==> src/hdl/ooo_core_params.svh <==
`ifndef OOO_CORE_PARAMS_SVH
`define OOO_CORE_PARAMS_SVH

// Data word width
`define XLEN 32

// Instruction queue depth and the sender's starting credit count
`define IQ_DEPTH 4

// Reorder buffer size is a power of two so tags wrap naturally
`define ROB_ENTRIES 8

// ALU reservation station slots
`define RS_ENTRIES 4

`endif

==> src/hdl/ooo_core_pkg.sv <==
package ooo_core_pkg;

    `include "ooo_core_params.svh"

    // R-type view of an instruction word
    typedef struct packed {
        logic [6:0] funct7;
        logic [4:0] rs2;
        logic [4:0] rs1;
        logic [2:0] funct3;
        logic [4:0] rd;
        logic [6:0] opcode;
    } r_fields_t;

    // I-type view of the same word
    typedef struct packed {
        logic [11:0] imm12;
        logic [4:0]  rs1;
        logic [2:0]  funct3;
        logic [4:0]  rd;
        logic [6:0]  opcode;
    } i_fields_t;

    typedef union packed {
        r_fields_t r_fields;
        i_fields_t i_fields;
    } rv32_instr_u;

    typedef enum logic [3:0] {
        alu_add,
        alu_sub,
        alu_sll,
        alu_slt,
        alu_sltu,
        alu_xor,
        alu_srl,
        alu_sra,
        alu_or,
        alu_and
    } alu_op_e;

    typedef logic [$clog2(`ROB_ENTRIES)-1:0] rob_tag_t;

    // Value is valid once ready is set, otherwise wait on tag
    typedef struct packed {
        logic             ready;
        rob_tag_t         tag;
        logic [`XLEN-1:0] value;
    } operand_t;

    typedef struct packed {
        logic     valid;
        alu_op_e  op;
        operand_t src1;
        operand_t src2;
        rob_tag_t dest;
    } rs_entry_t;

    typedef struct packed {
        logic             valid;
        logic             done;
        logic [4:0]       rd;
        logic [`XLEN-1:0] value;
    } rob_entry_t;

endpackage

==> src/hdl/ooo_core_if.sv <==
`timescale 1ns/1ps

`include "ooo_core_params.svh"

// Allocation from dispatch into the ROB and the ALU station
interface dispatch_if import ooo_core_pkg::*; ();

    logic      rob_alloc;
    rob_tag_t  tag;
    logic [4:0] rd;
    logic      rs_push;
    rs_entry_t rs_entry;
    logic      rob_full;
    logic      rs_full;

    modport source (
        output rob_alloc, tag, rd, rs_push, rs_entry,
        input  rob_full, rs_full
    );

    modport rob (
        input  rob_alloc, tag, rd,
        output rob_full
    );

    modport station (
        input  rs_push, rs_entry,
        output rs_full
    );

endinterface

// Common data bus carrying one result per cycle
interface cdb_if import ooo_core_pkg::*; ();

    logic             valid;
    rob_tag_t         tag;
    logic [`XLEN-1:0] value;

    modport driver (output valid, tag, value);

    modport monitor (input valid, tag, value);

endinterface

==> src/hdl/dispatch.sv <==
`timescale 1ns/1ps

`include "ooo_core_params.svh"

module dispatch import ooo_core_pkg::*; (
    input  logic                   clk,
    input  logic                   rst_n_i,
    input  logic                   empty_i,
    input  rv32_instr_u            instr_i,
    output logic                   pop_o,
    output logic [4:0]             rs1_o,
    output logic [4:0]             rs2_o,
    input  logic [1:0]             src_busy_i,
    input  rob_tag_t [1:0]         src_tag_i,
    input  logic [1:0][`XLEN-1:0]  src_value_i,
    output logic                   rename_o,
    output logic [4:0]             rename_rd_o,
    output rob_tag_t               rename_tag_o,
    output rob_tag_t [1:0]         rob_peek_tag_o,
    input  logic [1:0]             rob_peek_done_i,
    input  logic [1:0][`XLEN-1:0]  rob_peek_value_i,
    dispatch_if.source             disp,
    cdb_if.monitor                 cdb
);

    localparam logic [6:0] opcode_op     = 7'b0110011;
    localparam logic [6:0] opcode_op_imm = 7'b0010011;

    rob_tag_t         next_tag_q;
    alu_op_e          dec_op;
    logic [4:0]       dec_rd;
    logic             alt;
    logic             src1_zero;
    logic             src2_imm;
    logic [`XLEN-1:0] imm_val;
    operand_t [1:0]   resolved;
    operand_t         src1;
    operand_t         src2;

    assign pop_o = !empty_i && !disp.rob_full && !disp.rs_full;

    assign rs1_o          = instr_i.r_fields.rs1;
    assign rs2_o          = instr_i.r_fields.rs2;
    assign rob_peek_tag_o = src_tag_i;

    // Bit 30 selects sub and sra but only srai looks at it in OP-IMM
    assign alt = (instr_i.r_fields.opcode == opcode_op) ? instr_i.r_fields.funct7[5]
               : (instr_i.i_fields.funct3 == 3'b101) && instr_i.i_fields.imm12[10];

    always_comb begin
        dec_rd    = 5'd0;
        src1_zero = 1'b1;
        src2_imm  = 1'b1;
        imm_val   = '0;
        case (instr_i.r_fields.opcode)
            opcode_op: begin
                dec_rd    = instr_i.r_fields.rd;
                src1_zero = 1'b0;
                src2_imm  = 1'b0;
            end
            opcode_op_imm: begin
                dec_rd    = instr_i.i_fields.rd;
                src1_zero = 1'b0;
                imm_val   = {{(`XLEN-12){instr_i.i_fields.imm12[11]}}, instr_i.i_fields.imm12};
                // Shift amounts come from the low five immediate bits
                if (instr_i.i_fields.funct3 inside {3'b001, 3'b101}) begin
                    imm_val = {{(`XLEN-5){1'b0}}, instr_i.i_fields.imm12[4:0]};
                end
            end
            // Anything else becomes add x0, zero, zero
            default: ;
        endcase
    end

    always_comb begin
        case (instr_i.r_fields.funct3)
            3'b000: dec_op = alt ? alu_sub : alu_add;
            3'b001: dec_op = alu_sll;
            3'b010: dec_op = alu_slt;
            3'b011: dec_op = alu_sltu;
            3'b100: dec_op = alu_xor;
            3'b101: dec_op = alt ? alu_sra : alu_srl;
            3'b110: dec_op = alu_or;
            default: dec_op = alu_and;
        endcase
        if (src1_zero) begin
            dec_op = alu_add;
        end
    end

    // Operands come from the register file, then a finished ROB entry, then the live CDB
    always_comb begin
        for (int k = 0; k < 2; k++) begin
            resolved[k] = '{ready: 1'b0, tag: src_tag_i[k], value: '0};
            if (!src_busy_i[k]) begin
                resolved[k].ready = 1'b1;
                resolved[k].value = src_value_i[k];
            end else if (rob_peek_done_i[k]) begin
                resolved[k].ready = 1'b1;
                resolved[k].value = rob_peek_value_i[k];
            end else if (cdb.valid && cdb.tag == src_tag_i[k]) begin
                resolved[k].ready = 1'b1;
                resolved[k].value = cdb.value;
            end
        end
    end

    assign src1 = src1_zero ? '{ready: 1'b1, tag: '0, value: '0} : resolved[0];
    assign src2 = src2_imm ? '{ready: 1'b1, tag: '0, value: imm_val} : resolved[1];

    assign disp.rob_alloc = pop_o;
    assign disp.tag       = next_tag_q;
    assign disp.rd        = dec_rd;
    assign disp.rs_push   = pop_o;
    assign disp.rs_entry  = '{valid: 1'b1, op: dec_op, src1: src1, src2: src2,
                              dest: next_tag_q};

    assign rename_o     = pop_o;
    assign rename_rd_o  = dec_rd;
    assign rename_tag_o = next_tag_q;

    // Tracks the ROB tail
    always_ff @(posedge clk or negedge rst_n_i) begin
        if (!rst_n_i) begin
            next_tag_q <= '0;
        end else if (pop_o) begin
            next_tag_q <= next_tag_q + 1'b1;
        end
    end

endmodule

==> src/flat_wrapper.sv <==
// flat-port wrapper written by rule: the top's interface ports become plain ports
module dispatch_flat import ooo_core_pkg::*;
  (clk, rst_n_i, empty_i, instr_i, pop_o, rs1_o, rs2_o, src_busy_i, src_tag_i, src_value_i, rename_o, rename_rd_o, rename_tag_o, rob_peek_tag_o, rob_peek_done_i, rob_peek_value_i, disp_rob_alloc, disp_tag, disp_rd, disp_rs_push, disp_rs_entry, disp_rob_full, disp_rs_full, cdb_valid, cdb_tag, cdb_value);
  dispatch_if disp_i ();
  cdb_if cdb_i ();
  input  logic clk;
  input  logic rst_n_i;
  input  logic empty_i;
  input  rv32_instr_u instr_i;
  output logic pop_o;
  output logic [4:0] rs1_o;
  output logic [4:0] rs2_o;
  input  logic [1:0] src_busy_i;
  input  rob_tag_t [1:0] src_tag_i;
  input  logic [1:0][`XLEN-1:0] src_value_i;
  output logic rename_o;
  output logic [4:0] rename_rd_o;
  output rob_tag_t rename_tag_o;
  output rob_tag_t [1:0] rob_peek_tag_o;
  input  logic [1:0] rob_peek_done_i;
  input  logic [1:0][`XLEN-1:0] rob_peek_value_i;
  output wire logic [$bits(disp_i.rob_alloc)-1:0] disp_rob_alloc;
  output wire logic [$bits(disp_i.tag)-1:0] disp_tag;
  output wire logic [$bits(disp_i.rd)-1:0] disp_rd;
  output wire logic [$bits(disp_i.rs_push)-1:0] disp_rs_push;
  output wire logic [$bits(disp_i.rs_entry)-1:0] disp_rs_entry;
  input wire logic [$bits(disp_i.rob_full)-1:0] disp_rob_full;
  input wire logic [$bits(disp_i.rs_full)-1:0] disp_rs_full;
  input wire logic [$bits(cdb_i.valid)-1:0] cdb_valid;
  input wire logic [$bits(cdb_i.tag)-1:0] cdb_tag;
  input wire logic [$bits(cdb_i.value)-1:0] cdb_value;
  assign disp_rob_alloc = disp_i.rob_alloc;
  assign disp_tag = disp_i.tag;
  assign disp_rd = disp_i.rd;
  assign disp_rs_push = disp_i.rs_push;
  assign disp_rs_entry = disp_i.rs_entry;
  assign disp_i.rob_full = disp_rob_full;
  assign disp_i.rs_full = disp_rs_full;
  assign cdb_i.valid = cdb_valid;
  assign cdb_i.tag = cdb_tag;
  assign cdb_i.value = cdb_value;
  dispatch u_core (.clk(clk), .rst_n_i(rst_n_i), .empty_i(empty_i), .instr_i(instr_i), .pop_o(pop_o), .rs1_o(rs1_o), .rs2_o(rs2_o), .src_busy_i(src_busy_i), .src_tag_i(src_tag_i), .src_value_i(src_value_i), .rename_o(rename_o), .rename_rd_o(rename_rd_o), .rename_tag_o(rename_tag_o), .rob_peek_tag_o(rob_peek_tag_o), .rob_peek_done_i(rob_peek_done_i), .rob_peek_value_i(rob_peek_value_i), .disp(disp_i), .cdb(cdb_i));
endmodule
==> config.mk <==
export PLATFORM = sky130hd
export DESIGN_NAME = dispatch_flat
export DESIGN_NICKNAME = d
export VERILOG_FILES = /design/src/hdl/ooo_core_pkg.sv /design/src/hdl/ooo_core_if.sv /design/src/hdl/dispatch.sv /design/src/flat_wrapper.sv
export VERILOG_INCLUDE_DIRS = /design/src /design/src/hdl
export SDC_FILE = /design/constraint.sdc
export NUM_CORES = 1
export LEC_CHECK = 0
export ABC_AREA = 0
export BUFFER_PORTS_ARGS = -buffer_cell sky130_fd_sc_hd__clkbuf_2
export CAP_MARGIN = 25
export CORE_AREA = 5 5 124 126
export DETAILED_ROUTE_END_ITERATION = 10
export DIE_AREA = 0 0 129 131
export PLACE_DENSITY = 0.49
export SLEW_MARGIN = 20
export SYNTH_ARGS = -nofsm -noshare
export SYNTH_HDL_FRONTEND = slang
export SYNTH_SLANG_ARGS = --single-unit
==> constraint.sdc <==
create_clock -name clk -period 4.6 [get_ports clk]
set_input_delay 0.23 -clock clk [delete_from_list [all_inputs] [get_ports clk]]
set_output_delay 0.23 -clock clk [all_outputs]
set_load 0.02 [all_outputs]
==> run metrics, run 1 <==
HP Class in2async; Buffers on Ports 315; number of global-route vias before repair 3797; synth top area cells o21ai_0 15%, a21oi_1 14%, a22oi_1 11%, buf_4 10%, a22o_1 7.8%; # H-tree levels 1; Detailed Routing Iterations Pass 1 4; final hold vios 0; MaxCap Viol Count 0; root cell of the clock tree clkbuf_16; Worst-Margin Slew 0.889 ns; Worst Path Required 4.37 ns; relative slew slack 40.8%; synth warn 0; Critical Path Source Type input port; Routed Antenna Nets 0; initial core utilization 15.8%; Clk network pwr share 25.6%; combinational group share of total power 63.7%; P_sw 0.241 mW; CP Class in2out; cells on worst reg2reg path 2; Clock Sinks 3; post-layout instance area 3850 um2; clock transition at the registers of the reported paths 0.03 ns; CP endpoint kind output port; Post-CTS Setup Bufs 0; global-route wire length before repair 20.3 mm; fin util 27.1%; antenna violations before repair 0; layout cells sized above 1 54.9%; ANT cells 0; post-route DRC violation count 0; Pint 0.304 mW; fin nets 836; global route overflow 0; vias per cell 4.76; DP Wirelength 11.9 mm; IO Count 327; Final setup viols 0; status finished clean; critical path fanouts, max 32; Placed Instance Area 3730 um2; worst skew pair latency 0.22 ns; post-CTS resize count 0; Die ar. 16900 um2; Final TNS setup 0 ns; Largest register FFs 3; worst vdd ir 0.000158 V; Post-Syn Area 2240 um2; Slew Viols, Final 0; Seq pwr share 10.8%; Synth top area share 15.2%; synthesis-stage register bit count 3; WP data arrival 2.54 ns; Worst Setup Slack post-DPL 1.81 ns; Final GP Congestion 0.871; leak pwr 1.97 nW; average size of a mapped cell 6.15 um2; largest net degree at the start of global routing 46; period utilisation layout 60.2%; Mapped Cells 365; DR vias 3841; CTS tree built; pwr dens 142 nW/um2; RSZ-0062 raised after global routing false; sequential share of the synthesized area 3.35%; TritonCTS buffer count 3; Synth area leader o21ai_0; syn_nets 577; DR iter-0 viols 184; row count 44; Bufs on Longest Clock Path 2; switching share of power 44.2%; post-layout minimum cycle time 2.77 ns; routed wire length 14.5 mm; die width 129 um; Layout area overhead 71.4%; core box area 14200 um2; Tot GR Track Use 15.1%; detailed-route wire length per cell 17.9 um; Die Height 131 um; library cells used by synthesis 37; Layout Skew 0.00201 ns; setup slack after layout 1.83 ns; Max Freq 0.361 GHz
==> synth_stat cells <==
cell	count
o21ai_0	68
a21oi_1	61
clkbuf_1	37
a22oi_1	32
buf_4	31
o21ai_1	24
a22o_1	20
nand2_1	15
and2_1	12
a31o_2	6
o22ai_1	6
a221o_1	5
o211ai_1	5
nand2b_1	4
xnor2_1	4
xor2_1	4
buf_6	3
dfrtp_1	3
inv_1	3
nor2_1	3
nor3_1	2
nor4b_1	2
a2111oi_0	1
a211oi_1	1
conb_1	1
ha_1	1
mux2_2	1
nand3_1	1
nand3b_1	1
nand4_1	1
nand4b_1	1
nor4_1	1
or2_1	1
or3b_2	1
or4_4	1
or4b_2	1
or4b_4	1
==> power by group through the flow <==
stage               clock (mW)  combinational (mW)  sequential, mW
CTS                      0.141               0.350          0.0596
detailed placement           0               0.348          0.0597
floorplan                    0               0.206          0.0725
finish                   0.139               0.347          0.0586
global route             0.144               0.378          0.0622
global placement             0               0.347          0.0580
==> routing by layer <==
layer / part of all wire, % / routed length [um] / GRT usage, %
met5: 0 / 0 / 0
met2: 50 / 7250 / 27.1
met4: 2.4 / 351 / 4.94
met1: 39 / 5670 / 18.2
met3: 8.3 / 1200 / 2.44
==> kinds of logic (layout without fill, tap and decap cells) <==
group | after synthesis | after routing | share of synthesized area, %
adder cells (fa/ha/maj) | 1 | 1 | 0.558
AO/OA/AOI/OAI | 229 | 229 | 61.3
multiplexers | 1 | 1 | 0.502
AND/OR/NAND/NOR | 48 | 48 | 12.4
flip-flops | 3 | 3 | 3.35
other | 1 | 1 | 0.167
XOR/XNOR | 8 | 8 | 3.12
buffers and inverters | 74 | 332 | 18.6
==> layout make-up <==
cell class                 count  area, um2
tap                          184        230
inverter                       3       11.3
multi-input combinational    288       1780
fill                        1672      10400
timing repair buffer         325       1670
sequential                     3       75.1
clock buffer                   4       78.8
==> layout by cell type (no fill, tap or decap), types with 5 or more instances in the layout <==
| cell type | instances |
|---|---|
| clkbuf_2 | 315 |
| o21ai_0 | 68 |
| a21oi_1 | 61 |
| a22oi_1 | 32 |
| o21ai_1 | 24 |
| a22o_1 | 20 |
| nand2_1 | 15 |
| and2_1 | 12 |
| buf_4 | 8 |
| a31o_2 | 6 |
| o22ai_1 | 6 |
| a221o_1 | 5 |
| o211ai_1 | 5 |
==> per-stage QoR <==
stage / hold slack, ns / power, mW / instances
3_5_place_dp: 0.0321 / 0.407 / 801
2_1_floorplan: -0.0656 / 0.279 / 365
3_3_place_gp: 0.0306 / 0.405 / 801
6_report: 0.343 / 0.545 / 807
5_1_grt: 0.360 / 0.584 / 807
4_1_cts: 0.358 / 0.550 / 806
==> what timing repair did <==
item | in CTS | in global routing
endpoints found under the setup margin | 0 | 0
hold buffers | 1 | 0
hold endpoints to repair | 3 | 0
==> final timing paths <==
check                                         from                 end  slack, ns
min in group clk                      disp_rs_full  u_core.disp.tag[0]       0.38
worst max-delay path                    instr_i[6]   disp_rs_entry[20]       1.83
worst min-delay path                       rst_n_i  u_core.disp.tag[1]       0.34
worst min register to register  u_core.disp.tag[2]  u_core.disp.tag[2]       0.52
worst max register to register  u_core.disp.tag[0]  u_core.disp.tag[1]       3.49
max in group asynchronous                  rst_n_i  u_core.disp.tag[0]       4.14
==> critical path, stage by stage <==
cell      delay [ns]
clkbuf_2        0.08
or4b_4          0.58
or2_1           0.41
or4_4           0.76
o21ai_1         0.26
clkbuf_2        0.20
Power figures use the tool's default switching activity.
==> inputs of run 2 (changes only) <==
Settings changed: CORE_AREA 5 5 124 126 to 5 5 123 125, DIE_AREA 0 0 129 131 to 0 0 128 130, PLACE_DENSITY 0.49 to 0.51.
Clock period 4.6 ns to 2.45 ns, I/O delays scaled along.
==> run 2 against run 1 <==
Net effect: count of clock-buffer cells in the layout is the same; critical path depth rose by 1; die area decreased by 1.5%; clock skew grew 0.0015 ns; setup slack lost 1.7 ns; critical path type unchanged.
==> run metrics, run 2 (same netlist as run 1, synthesis figures left out) <==
routed wire length 15.0 mm; Worst Path Required 2.33 ns; Largest register FFs 3; antenna violations before repair 0; Bufs on Longest Clock Path 2; r2r setup slk 1.33 ns; commonest cells after routing, fill and taps aside 315 x clkbuf_2, 68 x o21ai_0, 61 x a21oi_1, 32 x a22oi_1, 24 x o21ai_1; worst vdd ir 0.000161 V; layout cells sized above 1 55.6%; DR iter-0 viols 239; global-route wire length before repair 21.4 mm; pwr dens 265 nW/um2; RSZ-0062 raised after global routing false; die width 128 um; GR Util met3 2.01%; CP max-delay cell or4b_4; fin nets 846; global route overflow 0; period utilisation layout 93.1%; clock transition at the registers of the reported paths 0.03 ns; TritonCTS buffer count 3; Slew Viols, Final 0; worst skew pair latency 0.23 ns; DR vias 3959; MaxCap Viol Count 0; Clock Sinks 3; DP Wirelength 12.5 mm; largest net degree at the start of global routing 36; # H-tree levels 1; Routed Antenna Nets 0; Layout Skew 0.00346 ns; Tot GR Track Use 16.2%; post-route DRC violation count 0; core box area 13800 um2; CP dominant cell by count clkbuf_2; Max stage delay on crit path 0.58 ns; M1 GR Usage 20.3%; met2 usage in global routing 30.0%; cells on worst reg2reg path 2; crit path to disp_rs_entry[16]; Max Freq 0.439 GHz; Layout area overhead 73.7%; Critical Path Source Type input port; CP Class in2out; Final setup viols 0; RR Endpoint u_core.disp.tag[1]; row count 43; ANT cells 0; Die Height 130 um; r2r startpoint u_core.disp.tag[0]; status finished clean; Post-CTS Setup Bufs 0; leak pwr 2.01 nW; vias per cell 4.87; Buffers on Ports 315; CTS tree built; number of global-route vias before repair 3841; root cell of the clock tree clkbuf_16; WP data arrival 2.16 ns; busiest grt layer met2; Final GP Congestion 0.852; crit path cell chain clkbuf_2, or4b_4, or2_1, or4_4, buf_4, o21ai_1, clkbuf_2; HP Class in2async; Final TNS setup 0 ns; critical path startpoint instr_i[6]; post-layout minimum cycle time 2.28 ns; CP endpoint kind output port; initial core utilization 16.3%; Detailed Routing Iterations Pass 1 4; final hold vios 0; Die ar. 16600 um2; critical path fanouts, max 17; commonest non-fill, non-tap cell in the layout clkbuf_2; detailed-route wire length per cell 18.5 um; Hold Slack 0.234 ns; IO Count 327
## run 2: changes by cell type in the layout (fill, tap and decap cells not counted), sizes merged
cell and delta:
buf +10
## run 2: metal layers
metal	up-vias	wire, um
li1	1901	-
met4	0	167
met3	16	1150
met5	-	0
met2	230	7770
met1	1812	5950
## run 2: what timing repair did
item / in CTS / in global routing
resized for setup: 0 / 0
hold buffers: 1 / 0
hold endpoints to repair: 3 / 0
## run 2: through the flow
| step | setup slack (ns) | power, mW | utilization, % | std cells | area, um2 |
|---|---|---|---|---|---|
| global route | 0.0989 | 1.11 | 28.3 | 813 | 3900 |
| finish | 0.170 | 1.03 | 28.3 | 813 | 3900 |
| global placement | 0.167 | 0.782 | 27.6 | 808 | 3810 |
| CTS | 0.158 | 1.05 | 28.3 | 813 | 3900 |
| detailed placement | 0.163 | 0.780 | 27.6 | 808 | 3810 |
| floorplan | 0.168 | 0.523 | - | 365 | 2240 |
## run 2: cell type report
class                           instances  area, um2
Clock buffer                            4       78.8
Fill cell                            1613       9880
Inverter                                3       11.3
Multi-Input combinational cell        288       1780
Sequential cell                         3       75.1
Tap cell                              180        225
Timing Repair Buffer                  335       1730
## run 2: worst max-delay path: cells and delay by family
kind / cells / cell delay, ns
buffers and inverters: 3 / 0.50
AO/OA/AOI/OAI: 1 / 0.16
AND/OR/NAND/NOR: 3 / 1.36
## run 2: where the power goes
part,leakage (nW),internal [mW],switching [mW]
clock network,0.0382,0.215,0.0449
registers,0.0356,0.0754,0.0400
logic,1.94,0.285,0.373
total,2.01,0.576,0.458
## run 2: worst min-delay path by stage
stage / to / slack [ns] / cells past startpoint
floorplan: u_core.disp.tag[0] / -0.17 / 0
global placement: u_core.disp.tag[0] / -0.08 / 1
detailed placement: u_core.disp.tag[0] / -0.08 / 1
CTS: u_core.disp.tag[0] / 0.25 / 2
global route: u_core.disp.tag[0] / 0.25 / 2
finish: u_core.disp.tag[0] / 0.23 / 2
==> inputs of run 3 (changes only) <==
Settings changed: CORE_AREA 5 5 123 125 to 10 10 118 120, PLACE_DENSITY 0.51 to 0.59.
==> run 3 against run 2 <==
Net effect: first-iteration DRC count is 7.1% lower; clock power hardly changed; fmax shrank 0.95%; sequential cell count unchanged; cell count down 4.7%; power decreased by 0.11%; critical path type unchanged; critical endpoint is now disp_rs_entry[3].
==> run metrics, run 3 (same netlist as run 1, synthesis figures left out) <==
status finished clean; commonest cells after routing, fill and taps aside 315 x clkbuf_2, 68 x o21ai_0, 61 x a21oi_1, 32 x a22oi_1, 24 x o21ai_1; root cell of the clock tree clkbuf_16; number of global-route vias before repair 4061; # placed instances 770; global route overflow 0; Clock Sinks 3; WP data arrival 2.18 ns; CP Class in2out; Worst-Margin Slew 0.791 ns; row count 40; Final GP Congestion 0.905; Layout Skew 0.00242 ns; worst vdd ir 0.000888 V; DRT met1 WL 5.85 mm; crit path cell chain clkbuf_2, or4b_4, or2_1, or4_4, o21ai_0, clkbuf_2; IO Count 327; WP buf/inv 2; post-layout minimum cycle time 2.30 ns; ANT cells 0; antenna violations before repair 0; DR iter-0 viols 222; pwr dens 268 nW/um2; TritonCTS buffer count 3; non-filler cells in the finished layout 775; final hold vios 0; period utilisation layout 94.0%; die width 128 um; Critical Path Source Type input port; CP max-delay cell or4_4; clock transition at the registers of the reported paths 0.03 ns; Slew Viols, Final 0; DP Wirelength 13.1 mm; Largest register FFs 3; MaxCap Viol Count 0; CP dominant cell by count clkbuf_2; fin nets 841; length of routed met2 wiring 8.02 mm; Post-CTS Setup Bufs 0; Die ar. 16600 um2; Detailed Routing Iterations Pass 1 5; critical path fanouts, max 32; global-route wire length before repair 22.4 mm; routed length on met3 1.63 mm; Final setup viols 0; vias per cell 5.07; routed wire length 15.6 mm; HP Class in2async; Top Layer Used met4; Tot GR Track Use 16.6%; Final TNS setup 0 ns; Max stage delay on crit path 0.71 ns; Bufs on Longest Clock Path 2; relative slew slack 46.8%; leak pwr 2.00 nW; Worst Path Required 2.33 ns; Die Height 130 um; Largest delay share family, worst path simple AND/OR/NAND/NOR gates; largest net degree at the start of global routing 52; Buffers on Ports 315; layout cells sized above 1 55.3%; CP endpoint kind output port; post-route DRC violation count 0; core box area 11700 um2; initial core utilization 19.2%; RSZ-0062 raised after global routing false; CTS tree built; detailed-route wire length per cell 20.2 um; Max Freq 0.434 GHz; commonest non-fill, non-tap cell in the layout clkbuf_2; worst skew pair latency 0.22 ns; Routed Antenna Nets 0; # H-tree levels 1; DR vias 3927; Layout area overhead 71.6%
## run 3: what timing repair did
item	in CTS	in global routing
endpoints found under the setup margin	0	0
hold buffers	1	0
resized for setup	0	0
endpoints found under the hold margin	3	0
## run 3: area by class of cell
class / instances / area (um2)
fill: 1309 / 7860
multi-input combinational: 288 / 1770
timing repair buffer: 330 / 1730
tap: 147 / 184
clock buffer: 4 / 78.8
sequential: 3 / 75.1
inverter: 3 / 11.3
## run 3: final timing paths
check	from	to	slack, ns	cells past startpoint
min reg2reg	u_core.disp.tag[2]	u_core.disp.tag[2]	0.52	1
max in group asynchronous	rst_n_i	u_core.disp.tag[1]	2.10	2
min	rst_n_i	u_core.disp.tag[2]	0.23	2
max	instr_i[6]	disp_rs_entry[3]	0.15	6
max reg2reg	u_core.disp.tag[0]	u_core.disp.tag[1]	1.35	2
min in group clk	instr_i[17]	rs1_o[2]	0.25	0
## run 3: per-stage QoR
step / power, mW / hold slack [ns] / worst slack, ns / utilization, % / cell area, um2
after floorplan: 0.523 / -0.173 / 0.168 / - / 2240
after global placement: 0.771 / -0.0766 / 0.164 / 32.1 / 3760
after detailed placement: 0.772 / -0.0749 / 0.144 / 32.1 / 3760
after CTS: 1.04 / 0.230 / 0.144 / 32.9 / 3850
after global routing: 1.11 / 0.244 / 0.0366 / 32.9 / 3850
final: 1.03 / 0.232 / 0.148 / 32.9 / 3850
## run 3: per-layer routing
metal	vias to the layer above	global-route usage (%)
met1	1807	18.2
li1	1888	-
met3	12	5.52
met4	0	2.45
met2	220	30.6
met5	-	0
## run 3: power breakdown
group	switching, mW	internal, mW
clock	0.0460	0.215
combinational	0.377	0.286
sequential	0.0333	0.0755
total	0.456	0.577
## run 3: worst register-to-register path: stages, from the launching register on
cell and delay (ns):
dfrtp_1 0.42, ha_1 0.30, mux2_2 0.26
